[config.mk]
export PLATFORM = sky130hd
export DESIGN_NAME = commit_top
export DESIGN_NICKNAME = d
export VERILOG_FILES = /design/src/lc3b_isa_pkg.sv /design/src/lc3b_rob_pkg.sv /design/src/arch_regfile.sv /design/src/commit_control.sv /design/src/commit_top.sv /design/src/rob_queue.sv
export VERILOG_INCLUDE_DIRS = /design/src /design/src/src
export SDC_FILE = /design/constraint.sdc
export NUM_CORES = 1
export LEC_CHECK = 0
export BUFFER_PORTS_ARGS = -buffer_cell sky130_fd_sc_hd__buf_2
export CORE_MARGIN = 2
export CORE_UTILIZATION = 30
export DETAILED_ROUTE_END_ITERATION = 10
export PLACE_DENSITY = 0.45
export REMOVE_ABC_BUFFERS = 1
export SETUP_SLACK_MARGIN = 0.15
export SYNTH_ARGS = -nofsm -noshare
export SYNTH_HDL_FRONTEND = slang
export SYNTH_SLANG_ARGS = --single-unit
[constraint.sdc]
create_clock -name clk -period 4.83 [get_ports clk]
set_input_delay 0.483 -clock clk [delete_from_list [all_inputs] [get_ports clk]]
set_output_delay 0.483 -clock clk [all_outputs]
set_load 0.005 [all_outputs]
[src/lc3b_config.svh]
`ifndef LC3B_CONFIG_SVH
`define LC3B_CONFIG_SVH

// ####################
// Core sizing
// ####################

// Width of a data word or a PC value
`define LC3B_DATA_WIDTH 16

// Width of a reorder-buffer tag
`define LC3B_TAG_WIDTH 3

// Reorder-buffer entries, two to the tag width
`define LC3B_ROB_DEPTH 8

`endif

[src/lc3b_isa_pkg.sv]
`default_nettype none

`include "lc3b_config.svh"

package lc3b_isa_pkg;

	typedef logic [`LC3B_DATA_WIDTH-1:0] lc3b_word; // Data or PC
	typedef logic [2:0] lc3b_reg; // R0..R7
	typedef logic [2:0] lc3b_nzp; // {n, z, p}

	typedef enum logic [3:0] {
		op_br   = 4'b0000,
		op_add  = 4'b0001,
		op_ldb  = 4'b0010,
		op_stb  = 4'b0011,
		op_jsr  = 4'b0100,
		op_and  = 4'b0101,
		op_ldr  = 4'b0110,
		op_str  = 4'b0111,
		op_rti  = 4'b1000,
		op_not  = 4'b1001,
		op_ldi  = 4'b1010,
		op_sti  = 4'b1011,
		op_jmp  = 4'b1100,
		op_shf  = 4'b1101,
		op_lea  = 4'b1110,
		op_trap = 4'b1111
	} lc3b_opcode;

	// Opcodes that rename and later write a destination register
	function automatic logic op_writes_reg(lc3b_opcode op);
		case (op)
			op_add, op_and, op_not, op_shf, op_lea, op_ldr, op_ldb, op_ldi, op_jsr: return 1'b1;
			default: return 1'b0;
		endcase
	endfunction

endpackage

`default_nettype wire

[src/lc3b_rob_pkg.sv]
`default_nettype none

`include "lc3b_config.svh"

package lc3b_rob_pkg;

	import lc3b_isa_pkg::*;

	typedef logic [`LC3B_TAG_WIDTH-1:0] lc3b_rob_addr; // Entry index, also the rename tag

	typedef struct packed {
		lc3b_opcode opcode;
		lc3b_reg    dest; // nzp mask for branches
		lc3b_word   value; // Result, or target PC for branches
		logic       predict; // Predicted taken
		logic       done;
	} rob_entry_t;

	typedef struct packed {
		lc3b_opcode opcode;
		lc3b_reg    dest;
		logic       predict;
	} rob_alloc_t;

	typedef struct packed {
		lc3b_rob_addr tag;
		lc3b_word     value;
	} rob_complete_t;

	// Write request from commit into the register file
	typedef struct packed {
		lc3b_reg      dest;
		lc3b_word     value;
		lc3b_rob_addr tag; // Tag of the retiring entry
		logic         ld_value;
		logic         ld_busy; // Clear busy mark
	} reg_commit_t;

	typedef struct packed {
		logic     pcmux_sel;
		lc3b_word new_pc;
	} redirect_t;

endpackage

`default_nettype wire

[src/arch_regfile.sv]
`timescale 1ns/1ps
`default_nettype none

module arch_regfile
	import lc3b_isa_pkg::*, lc3b_rob_pkg::*;
(
	input  logic         clk,
	input  logic         arst_n,

	input  logic         rename_valid,
	input  lc3b_reg      rename_reg,
	input  lc3b_rob_addr rename_tag,

	input  reg_commit_t  reg_commit,
	input  logic         flush,

	input  lc3b_reg      lookup_reg,
	output lc3b_rob_addr cur_tag,

	input  lc3b_reg      rd_sel,
	output lc3b_word     rd_value,
	output logic         rd_busy
);

	localparam int num_regs = 1 << $bits(lc3b_reg);

	lc3b_word      value_q [num_regs];
	lc3b_rob_addr  tag_q [num_regs]; // Youngest producer per register
	logic [num_regs-1:0] busy_q;

	always_ff @(posedge clk or negedge arst_n) begin
		if (!arst_n) begin
			for (int i = 0; i < num_regs; i++) begin
				value_q[i] <= '0;
				tag_q[i]   <= '0;
			end
			busy_q <= '0;
		end else begin
			if (reg_commit.ld_value) begin
				value_q[reg_commit.dest] <= reg_commit.value;
			end
			if (flush) begin
				busy_q <= '0; // All in-flight producers squashed
			end else begin
				if (reg_commit.ld_busy && (tag_q[reg_commit.dest] == reg_commit.tag)) begin
					busy_q[reg_commit.dest] <= 1'b0;
				end
				// Rename comes last so it wins a same-cycle clear
				if (rename_valid) begin
					busy_q[rename_reg] <= 1'b1;
					tag_q[rename_reg]  <= rename_tag;
				end
			end
		end
	end

	assign cur_tag  = tag_q[lookup_reg];
	assign rd_value = value_q[rd_sel];
	assign rd_busy  = busy_q[rd_sel];

endmodule

`default_nettype wire

[src/commit_control.sv]
`timescale 1ns/1ps
`default_nettype none

module commit_control
	import lc3b_isa_pkg::*, lc3b_rob_pkg::*;
(
	input  logic         clk,
	input  logic         arst_n,

	input  logic         head_valid,
	input  rob_entry_t   head_entry,
	input  lc3b_rob_addr head_tag,
	input  lc3b_rob_addr cur_tag, // Tag the regfile holds for head dest
	input  logic         dmem_resp,

	output logic         retire,
	output reg_commit_t  reg_commit,
	output redirect_t    redirect,
	output logic         flush,
	output logic         dmem_write,
	output logic         ldstr_re
);

	typedef enum logic {
		cs_idle,
		cs_store_wait
	} commit_state_t;

	commit_state_t state_q;
	commit_state_t state_d;

	lc3b_nzp nzp_q;
	lc3b_nzp gencc;
	logic    ld_cc;
	logic    br_taken;

	// ####################
	// Condition codes
	// ####################

	assign gencc = {head_entry.value[$bits(lc3b_word)-1], // n
		head_entry.value == '0, // z
		!head_entry.value[$bits(lc3b_word)-1] && (head_entry.value != '0)}; // p

	always_ff @(posedge clk or negedge arst_n) begin
		if (!arst_n) begin
			nzp_q <= 3'b010; // Z after reset
		end else if (ld_cc) begin
			nzp_q <= gencc;
		end
	end

	assign br_taken = |(head_entry.dest & nzp_q); // Mask shares a bit with cc

	// ####################
	// Retire decisions
	// ####################

	always_ff @(posedge clk or negedge arst_n) begin
		if (!arst_n) begin
			state_q <= cs_idle;
		end else begin
			state_q <= state_d;
		end
	end

	always_comb begin
		state_d    = state_q;
		retire     = 1'b0;
		ld_cc      = 1'b0;
		flush      = 1'b0;
		ldstr_re   = 1'b0;
		reg_commit = '{dest: head_entry.dest, value: head_entry.value, tag: head_tag,
			ld_value: 1'b0, ld_busy: 1'b0};
		redirect   = '{pcmux_sel: 1'b0, new_pc: head_entry.value}; // Target comes from value
		case (state_q)
			cs_idle: begin
				if (head_valid) begin
					case (head_entry.opcode)
						op_br: begin
							retire = 1'b1;
							if (br_taken != head_entry.predict) begin
								redirect.pcmux_sel = 1'b1; // Mispredict
								flush = 1'b1;
							end
						end
						op_str, op_stb: begin
							state_d = cs_store_wait; // Hold head for memory
						end
						default: begin
							retire = 1'b1; // Non-writers retire silently
							if (op_writes_reg(head_entry.opcode)) begin
								reg_commit.ld_value = 1'b1;
								reg_commit.ld_busy = (cur_tag == head_tag); // Skip if renamed again
								ld_cc = (head_entry.opcode != op_jsr); // jsr leaves cc alone
							end
						end
					endcase
				end
			end
			cs_store_wait: begin
				if (dmem_resp) begin
					retire   = 1'b1;
					ldstr_re = 1'b1; // Release the store buffer entry
					state_d  = cs_idle;
				end
			end
			default: state_d = cs_idle;
		endcase
	end

	assign dmem_write = (state_q == cs_store_wait);

endmodule

`default_nettype wire

[src/commit_top.sv]
`timescale 1ns/1ps
`default_nettype none

module commit_top
	import lc3b_isa_pkg::*, lc3b_rob_pkg::*;
(
	input  logic          clk,
	input  logic          arst_n,

	input  logic          alloc_valid,
	input  rob_alloc_t    alloc,
	output lc3b_rob_addr  alloc_tag,
	output logic          rob_full,

	input  logic          complete_valid,
	input  rob_complete_t complete,

	output logic          dmem_write,
	input  logic          dmem_resp,

	input  lc3b_reg       rd_sel,
	output lc3b_word      rd_value,
	output logic          rd_busy,

	output redirect_t     redirect,
	output logic          flush,
	output logic          ldstr_re,
	output logic          rob_empty
);

	logic         head_valid;
	rob_entry_t   head_entry;
	lc3b_rob_addr head_tag;
	lc3b_rob_addr cur_tag;
	logic         retire;
	reg_commit_t  reg_commit;
	logic         rename_valid;

	// Accepted allocation of a register writer claims its destination
	assign rename_valid = alloc_valid && !rob_full && op_writes_reg(alloc.opcode);

	rob_queue u_rob_queue (
		.clk,
		.arst_n,
		.alloc_valid,
		.alloc,
		.alloc_tag,
		.complete_valid,
		.complete,
		.retire,
		.flush,
		.head_valid,
		.head_entry,
		.head_tag,
		.rob_full,
		.rob_empty
	);

	commit_control u_commit_control (
		.clk,
		.arst_n,
		.head_valid,
		.head_entry,
		.head_tag,
		.cur_tag,
		.dmem_resp,
		.retire,
		.reg_commit,
		.redirect,
		.flush,
		.dmem_write,
		.ldstr_re
	);

	arch_regfile u_arch_regfile (
		.clk,
		.arst_n,
		.rename_valid,
		.rename_reg (alloc.dest),
		.rename_tag (alloc_tag),
		.reg_commit,
		.flush,
		.lookup_reg (head_entry.dest), // Second read port for commit
		.cur_tag,
		.rd_sel,
		.rd_value,
		.rd_busy
	);

endmodule

`default_nettype wire

[src/rob_queue.sv]
`timescale 1ns/1ps
`default_nettype none

`include "lc3b_config.svh"

module rob_queue
	import lc3b_rob_pkg::*;
(
	input  logic          clk,
	input  logic          arst_n,

	input  logic          alloc_valid,
	input  rob_alloc_t    alloc,
	output lc3b_rob_addr  alloc_tag,

	input  logic          complete_valid,
	input  rob_complete_t complete,

	input  logic          retire,
	input  logic          flush,

	output logic          head_valid,
	output rob_entry_t    head_entry,
	output lc3b_rob_addr  head_tag,
	output logic          rob_full,
	output logic          rob_empty
);

	localparam int tag_w = `LC3B_TAG_WIDTH;

	rob_entry_t entries [`LC3B_ROB_DEPTH];

	logic [tag_w:0] head_q; // Extra bit tells full from empty
	logic [tag_w:0] tail_q;
	lc3b_rob_addr   head_idx;
	lc3b_rob_addr   tail_idx;
	logic           alloc_fire;

	assign head_idx = head_q[tag_w-1:0];
	assign tail_idx = tail_q[tag_w-1:0];

	assign rob_empty  = (head_q == tail_q);
	assign rob_full   = (head_q[tag_w] != tail_q[tag_w]) && (head_idx == tail_idx);
	assign alloc_fire = alloc_valid && !rob_full && !flush; // Dropped on flush

	// ####################
	// Pointers
	// ####################

	always_ff @(posedge clk or negedge arst_n) begin
		if (!arst_n) begin
			head_q <= '0;
			tail_q <= '0;
		end else if (flush) begin
			head_q <= '0; // Whole buffer squashed
			tail_q <= '0;
		end else begin
			if (retire) begin
				head_q <= head_q + 1'b1;
			end
			if (alloc_fire) begin
				tail_q <= tail_q + 1'b1;
			end
		end
	end

	// ####################
	// Entry storage
	// ####################

	always_ff @(posedge clk) begin
		if (alloc_fire) begin
			entries[tail_idx].opcode  <= alloc.opcode;
			entries[tail_idx].dest    <= alloc.dest;
			entries[tail_idx].value   <= '0;
			entries[tail_idx].predict <= alloc.predict;
			entries[tail_idx].done    <= 1'b0;
		end
		if (complete_valid) begin
			entries[complete.tag].value <= complete.value; // Results come back by tag
			entries[complete.tag].done  <= 1'b1;
		end
	end

	assign alloc_tag  = tail_idx;
	assign head_tag   = head_idx;
	assign head_entry = entries[head_idx];
	assign head_valid = !rob_empty && entries[head_idx].done; // Oldest entry ready to retire

endmodule

`default_nettype wire

==> results of run 1 <==
[flip-flops by register name, indices dropped and copies added (netlist names)]
name and flops:
u_commit_control.nzp_q 3, u_arch_regfile.tag_q 24, u_rob_queue.tail_q 4, u_arch_regfile.value_q 128, u_rob_queue.entries 200, u_rob_queue.head_q 4
u_arch_regfile.busy_q 8, u_commit_control.dmem_write 1
[metrics by stage]
step	utilization	instance area, um^2	std cells
5_1_grt	0.353	19500	2101
4_1_cts	0.353	19500	2101
2_1_floorplan	-	16400	1147
3_3_place_gp	0.330	18200	2027
3_5_place_dp	0.330	18200	2027
6_report	0.353	19500	2101
[cell usage in the layout, fill, tap and decap left out, types with 3 or more instances in the layout]
cell type and n:
nand4_1 6, dfxtp_1 8, mux2i_1 32, nand2_1 57
buf_2 75, nor3_1 14, a22oi_1 6, o31ai_1 4
nor4bb_1 4, clkbuf_16 44, clkinv_2 8, a21o_1 4
and2_1 132, xnor2_1 8, clkbuf_8 6, inv_1 30
o21ai_0 39, nor4_1 3, mux2_2 58, clkbuf_1 12
or4_1 3, mux4_2 84, nand2b_1 14, edfxtp_1 192
buf_4 55, o22ai_1 5, or3_1 6, xor2_1 6
nand3b_1 5, ha_1 6, nor2_1 111, nor2b_2 5
dfrtp_1 169, nand3_1 3, or2_1 4, nor2b_1 8
a21oi_1 91
[worst max-delay path by stage]
stage,start,slack [ns],endpoint,cells past startpoint
after global placement,u_rob_queue.head_q[0],0.67,u_rob_queue.entries[5][11],9
after detailed placement,u_rob_queue.head_q[0],0.65,u_rob_queue.entries[6][11],9
after CTS,u_rob_queue.head_q[0],0.64,u_rob_queue.entries[6][6],9
after global routing,u_rob_queue.head_q[0],0.42,u_rob_queue.entries[6][9],9
final,u_rob_queue.head_q[0],0.72,u_rob_queue.entries[5][11],9
after floorplan,u_rob_queue.head_q[0],-1.50,u_rob_queue.entries[0][10],8
[worst register-to-register path: stages, from the launching register on]
cell and delay [ns]:
dfrtp_4 0.50, buf_4 0.29, mux4_2 0.60, mux2_2 0.28, a222oi_1 0.35, xnor2_1 0.22
nor4b_4 0.08, nand2b_1 0.33, nor3_1 0.30, or2_1 0.78
[synthesized netlist by cell type (all sizes together), types with 2 or more instances]
master,number
dfxtp,8
nand2,57
nand4,6
o211a,2
inv,31
nand3b,5
a22oi,6
o31ai,4
nor2,112
or2,4
nor3,16
nand2b,14
nor4bb,4
or3,6
o22ai,6
mux2i,32
ha,6
nor4,4
xnor2,8
buf,23
mux2,61
nand3,3
o21ai,42
edfxtp,192
mux4,84
nor3b,2
a21oi,91
a21o,4
nor2b,13
dfrtp,171
a2bb2oi,2
clkbuf,53
or4,3
xor2,6
and2,132
[power by group]
part / leakage [nW] / internal, mW / switching, mW / total, mW
clock: 0.638 / 1.75 / 1.27 / 3.03
sequential: 3.96 / 4.37 / 0.456 / 4.82
combinational: 3.07 / 2.21 / 2.90 / 5.12
total: 7.66 / 8.34 / 4.63 / 13.0
[metal layers]
| layer | vias up | GRT usage | share of wire |
|---|---|---|---|
| li1 | 4649 | - | - |
| met1 | 4971 | 0.212 | 0.46 |
| met2 | 170 | 0.252 | 0.48 |
| met3 | 57 | 0.0260 | 0.037 |
| met4 | 0 | 0.0361 | 0.018 |
| met5 | - | 0 | 0 |
[cells by family after synthesis]
family                   after synthesis  synth area share
AO/OA/AOI/OAI                        162            0.0534
adder cells (fa/ha/maj)                6           0.00450
XOR/XNOR                              14           0.00735
AND/OR/NAND/NOR                      385             0.121
multiplexers                         177             0.174
buffers and inverters                107            0.0265
flip-flops                           372             0.613
[layout make-up]
type / count / area [um^2]
clock inverter: 11 / 56.3
clock buffer: 62 / 1230
tap: 748 / 936
fill: 5410 / 35600
sequential: 372 / 10200
multi-input combinational: 744 / 6060
timing repair buffer: 133 / 830
inverter: 31 / 116
==> reports/metrics.csv, run 1 <==
stage,metric,value,unit
outcome,status,finished clean,
grt,vias in the first global route,10300,
yosys,cell taking the most area after synthesis,edfxtp_1,
worst_setup_path,Worst Setup End Kind,flip-flop,
clocking,clock buffer depth,3,
die,row cnt,86,
yosys,Syn. warnings,0,
run,maxcap violations,0,
worst_setup_path,CP required,5.01,ns
hold_path,worst hold path depth,2,
yosys,top-area cell type share of the netlist area,0.346,
power,leakage power,7.66,nW
clocking,Post-CTS Hold Buffers,1,
die,core area,55100,um^2
yosys,asr flop ratio synth,0.462,
power,total power,13.0,mW
die,Die W,240,um
clocking,CTS Sinks,372,
clocking,clk slew on worst S/H paths,0.06,ns
timing,final setup vio count,0,
grt,antenna violations before repair,1,
drt,vias per cell,4.69,
die,Total Die Area,57500,um^2
yosys,number of flops mapped to enable cells by yosys,192,
placement,hpwl dp,27100,um
yosys,"Top FF cell, synth",edfxtp_1,
clocking,post_cts resized,0,
worst_setup_path,"Cell Chain, Critical Path",buf_4 -> mux4_2 -> mux2_2 -> a222oi_1 -> xnor2_1 -> nor4b_4 -> nand2b_1 -> nor3_1 -> or2_1,
hold_path,hold_sp,dmem_resp,
placement,Setup WS pre-CTS,0.653,ns
yosys,"Cell Area, Synth",16700,um^2
die,die height,240,um
worst_setup_path,Reg2Reg Depth,9,
worst_setup_path,Critical Path AT,4.29,ns
worst_setup_path,Critical-path top delay cell,or2_1,
drt,final WL,42700,um
yosys,Mapped Cells,1223,
hold_path,Hold WC Path Type,in2reg,
worst_setup_path,"slowest stage delay, CP",0.78,ns
worst_setup_path,Worst R2R End,u_rob_queue.entries[5][11],
die,I/O pins,77,
worst_setup_path,"critical path fanouts, max",17,
timing,slew margin rel.,0.285,
yosys,#FFs+latches synth,372,
layout,share of layout cells above drive strength 1,0.262,
timing,Final Critical Period,4.11,ns
clocking,clk_lat worst skew,0.56,ns
layout,Ant. Diodes,0,
placement,Port Buffer Count,76,
timing,worst setup margin,0.716,ns
grt,largest net degree at the start of global routing,89,
grt,"Remaining Overflow, GRT",0,
worst_setup_path,CP top delay family,simple AND/OR/NAND/NOR gates,
timing,Tcrit/Tclk final,0.852,
yosys,largest cells by area after synthesis,"edfxtp_1 35%, dfrtp_1 26%, mux4_2 11%, and2_1 4.9%, mux2_2 3.9%",
drt,vias post-DR,9847,
worst_setup_path,worst r2r src,u_rob_queue.head_q[0],
timing,clock skew,0.0183,ns
worst_setup_path,Reg2Reg Setup Slack,0.72,ns
timing,RSZ-0062 raised after global routing,no,
timing,final hold vios,0,
grt,gr usage total,0.154,
timing,worst hold slack,0.132,ns
clocking,Post-CTS Setup Repair Bufs,0,
layout,net count reported at finish,1366,
worst_setup_path,crit path kind,reg2reg,
yosys,Synth Area per Inst,13.6,um^2
placement,GP Congestion,0.727,
clocking,Root Buffer,clkbuf_16,
timing,Setup Total Neg Slack,0,ns
yosys,Unique masters post-synth,53,
die,Starting Density,0.303,
worst_setup_path,buffers plus inverters on the worst setup path,1,
drt,Final ANT Viol Nets,0,
drt,drt first pass iters,4,
timing,fmax,243,MHz
timing,max-slew violations,0,
clocking,CTS H-tree lvls,2,
drt,DR WL/cell,20.3,um
timing,Slew @ Worst Pin,1.07,ns
clocking,clock buffer count from CTS,43,
power,pwr dens,667,nW/um^2
layout,synth-to-layout area growth,16.6,%
drt,# DRC,0,
hold_path,Hold Path Sink,u_commit_control.dmem_write,
drt,Initial DRC Count,552,
clocking,TritonCTS clock tree,done,
yosys,sequential fraction of the synthesis area,0.613,
power,Worst IR Drop VDD,252,uV
worst_setup_path,Worst Setup Start Kind,flip-flop,
grt,first-pass GRT wire length,66300,um
Power figures use the tool's default switching activity.
==> run 2: changes to the inputs <==
--- a/config.mk
+++ b/config.mk
@@ -10,7 +10,7 @@
 export CORE_MARGIN = 2
 export CORE_UTILIZATION = 30
 export DETAILED_ROUTE_END_ITERATION = 10
-export PLACE_DENSITY = 0.45
+export PLACE_DENSITY = 0.44
 export REMOVE_ABC_BUFFERS = 1
 export SETUP_SLACK_MARGIN = 0.15
 export SYNTH_ARGS = -nofsm -noshare
==> constraint.sdc (replaced) <==
create_clock -name clk -period 4.3 [get_ports clk]
set_input_delay 0.43 -clock clk [delete_from_list [all_inputs] [get_ports clk]]
set_output_delay 0.43 -clock clk [all_outputs]
set_load 0.005 [all_outputs]
==> run 2 against run 1 <==
Count of clock-buffer cells in the layout is 7 higher. Critical endpoint is now flush. Sequential share of layout area is 0.88 points lower. Cell area is 1.7% higher. Sequential power is 13% higher. Critical path type is now reg2out. Worst hold slack worse by 0.025 ns. Via count is 0.75% higher. Routed wire length is 1.0% higher. Non-clock buffer count is 15 higher. Global-route usage is 0.23 points higher. Die area stayed put. Clock skew is 0.0024 ns lower. Largest cell class unchanged.
==> reports/metrics.csv, run 2 (same netlist as run 1, synthesis figures left out) <==
stage,metric,value,unit,change
outcome,status,finished clean,,
timing,Tcrit/Tclk final,0.898,,
clocking,clk_lat worst skew,0.57,ns,about the same
placement,Port Buffer Count,76,,unchanged
drt,DR WL/cell,20.3,um,about the same
timing,final hold vios,0,,unchanged
timing,slew margin rel.,0.316,,+0.0310
layout,largest registers,"u_rob_queue.entries x200, u_arch_regfile.value_q x128, u_arch_regfile.tag_q x24",,
die,row cnt,86,,unchanged
clocking,CTS H-tree lvls,2,,unchanged
power,Internal Pwr Total,9.68,mW,+16%
clocking,clock buffer count from CTS,45,,+4.7%
timing,Setup Total Neg Slack,0,ns,unchanged
clocking,Post-CTS Setup Repair Bufs,0,,unchanged
worst_setup_path,worst r2r src,u_rob_queue.head_q[0],,
clocking,clock buffer depth,3,,unchanged
drt,Initial DRC Count,704,,+28%
grt,first-pass GRT wire length,66800,um,+0.84%
worst_setup_path,Reg2Reg Depth,9,,unchanged
drt,Final ANT Viol Nets,0,,unchanged
layout,most frequent cells in the layout,"192 x edfxtp_1, 169 x dfrtp_1, 132 x and2_1",,
worst_setup_path,CP required,3.87,ns,-1.14 ns
layout,share of layout cells above drive strength 1,0.273,,+0.0118
hold_path,Hold WC Path Type,in2reg,,
worst_setup_path,Reg2Reg Setup Slack,0.45,ns,-0.27 ns
hold_path,Hold Path Sink,u_commit_control.dmem_write,,
drt,vias per cell,4.67,,-0.29%
die,die height,240,um,unchanged
run,maxcap violations,0,,unchanged
clocking,CTS Sinks,372,,unchanged
worst_setup_path,Critical Path AT,3.43,ns,-0.86 ns
worst_setup_path,"critical path fanouts, max",26,,+9
worst_setup_path,crit path kind,reg2out,,
timing,RSZ-0062 raised after global routing,no,,
worst_setup_path,Worst Setup Start Kind,flip-flop,,
die,Total Die Area,57500,um^2,unchanged
timing,fmax,259,MHz,
clocking,clk slew on worst S/H paths,0.05,ns,about the same
placement,GP Congestion,0.724,,-0.45%
power,pwr dens,753,nW/um^2,+13%
layout,fin cells,2123,,+1.0%
placement,Cell Count Post-Placement,2042,,+0.74%
hold_path,hold_sp,dmem_resp,,
power,Comb power frac,0.390,,-0.005
layout,max FFs per register,200,,unchanged
layout,Ant. Diodes,0,,unchanged
drt,# DRC,0,,unchanged
grt,antenna violations before repair,2,,+1
placement,hpwl dp,26700,um,-1.3%
drt,vias post-DR,9921,,+0.75%
grt,"Remaining Overflow, GRT",0,,unchanged
power,Sw Pwr,5.22,mW,+13%
layout,"commonest non-fill, non-tap cell in the layout",edfxtp_1,,
timing,final setup vio count,0,,unchanged
layout,Biggest register,u_rob_queue.entries,,
worst_setup_path,Worst Setup End Kind,primary output,,
timing,Final Critical Period,3.86,ns,
die,Starting Density,0.303,,unchanged
die,I/O pins,77,,unchanged
die,Die W,240,um,unchanged
power,Worst IR Drop VDD,311,uV,+24%
layout,net count reported at finish,1383,,+1.2%
clocking,Root Buffer,clkbuf_16,,
drt,final WL,43200,um,+1.0%
grt,vias in the first global route,10400,,+1.5%
drt,drt first pass iters,5,,+1
grt,largest net degree at the start of global routing,69,,-22%
timing,clock skew,0.0159,ns,-0.00237 ns
power,leakage power,7.82,nW,+2.1%
power,switching share of power,0.350,,-0.00690
power,Seq pwr share,0.365,,-0.007
die,core area,55100,um^2,unchanged
hold_path,worst hold path depth,2,,unchanged
grt,gr usage total,0.156,,+0.00226
timing,max-slew violations,0,,unchanged
timing,Slew @ Worst Pin,1.03,ns,-0.0463 ns
power,Clk network pwr share,0.245,,+0.012
layout,synth-to-layout area growth,18.6,%,
worst_setup_path,Worst R2R End,u_rob_queue.entries[1][12],,
clocking,TritonCTS clock tree,done,,
## run 2: changes by cell type in the layout (fill, tap and decap cells not counted), moves of 2 or more
| cell | delta |
|---|---|
| clkinv_1 | +2 |
| buf_4 | +9 |
| clkbuf_8 | +3 |
| nor2_1 | -3 |
| clkinv_2 | -4 |
| buf_12 | +5 |
| nor2_2 | +3 |
| clkbuf_16 | +3 |
## run 2: layer usage
metal / GRT usage / vias to the layer above / routed length, um
li1: - / 4683 / -
met4: 0.0378 / 4 / 772
met3: 0.0292 / 61 / 1660
met5: 0 / - / 23
met2: 0.259 / 152 / 20800
met1: 0.211 / 5021 / 19900
## run 2: final cells by class
cell class              count  area (um^2)
repair buffers            148         1010
well taps                 748          936
clock buffers              69         1350
flip-flops and latches    372        10200
multi-input cells         744         6060
inverters                  31          116
clock inverters            11         82.6
fillers                  5443        35300
## run 2: how the worst max path moves through the flow
stage,from,endpoint,slack (ns),depth (start not counted)
after CTS,u_rob_queue.head_q[0],flush,0.27,7
after floorplan,u_rob_queue.head_q[0],u_rob_queue.entries[0][10],-2.03,8
after detailed placement,u_rob_queue.head_q[0],u_rob_queue.entries[1][14],0.43,9
final,u_rob_queue.head_q[0],flush,0.44,7
after global routing,u_rob_queue.head_q[0],flush,0.19,7
after global placement,u_rob_queue.head_q[0],u_rob_queue.entries[1][4],0.48,9
## run 2: critical path: stages, from the launching register on
cell      delay (ns)
dfrtp_4         0.58
mux4_2          0.56
mux2_2          0.31
a222oi_1        0.46
xnor2_1         0.18
nor4b_4         0.31
buf_6           0.29
buf_2           0.16
## run 2: power groups by stage
stage | registers, mW | logic [mW] | clock network [mW]
2_1_floorplan | 5.51 | 3.54 | 0
3_3_place_gp | 5.48 | 5.84 | 0
3_5_place_dp | 5.51 | 5.91 | 0
4_1_cts | 5.44 | 5.92 | 3.78
5_1_grt | 5.57 | 6.42 | 3.94
6_report | 5.44 | 5.81 | 3.66
## run 2: per-stage QoR
| stage | hold WS (ns) | worst slack (ns) | power, mW | area, um^2 | util |
|---|---|---|---|---|---|
| 3_5_place_dp | 0.444 | 0.431 | 11.4 | 18300 | 0.333 |
| 3_3_place_gp | 0.441 | 0.478 | 11.3 | 18300 | 0.333 |
| 4_1_cts | 0.0705 | 0.274 | 15.1 | 19800 | 0.359 |
| 5_1_grt | 0.0857 | 0.191 | 15.9 | 19800 | 0.359 |
| 2_1_floorplan | 0.134 | -2.03 | 9.05 | 16400 | - |
| 6_report | 0.106 | 0.437 | 14.9 | 19800 | 0.359 |
## run 2: repair_timing
item / in CTS / in global routing
hold buffers: 1 / 0
setup endpoints to repair: 0 / 2
gates resized for setup: 0 / 1
hold endpoints to repair: 59 / 0
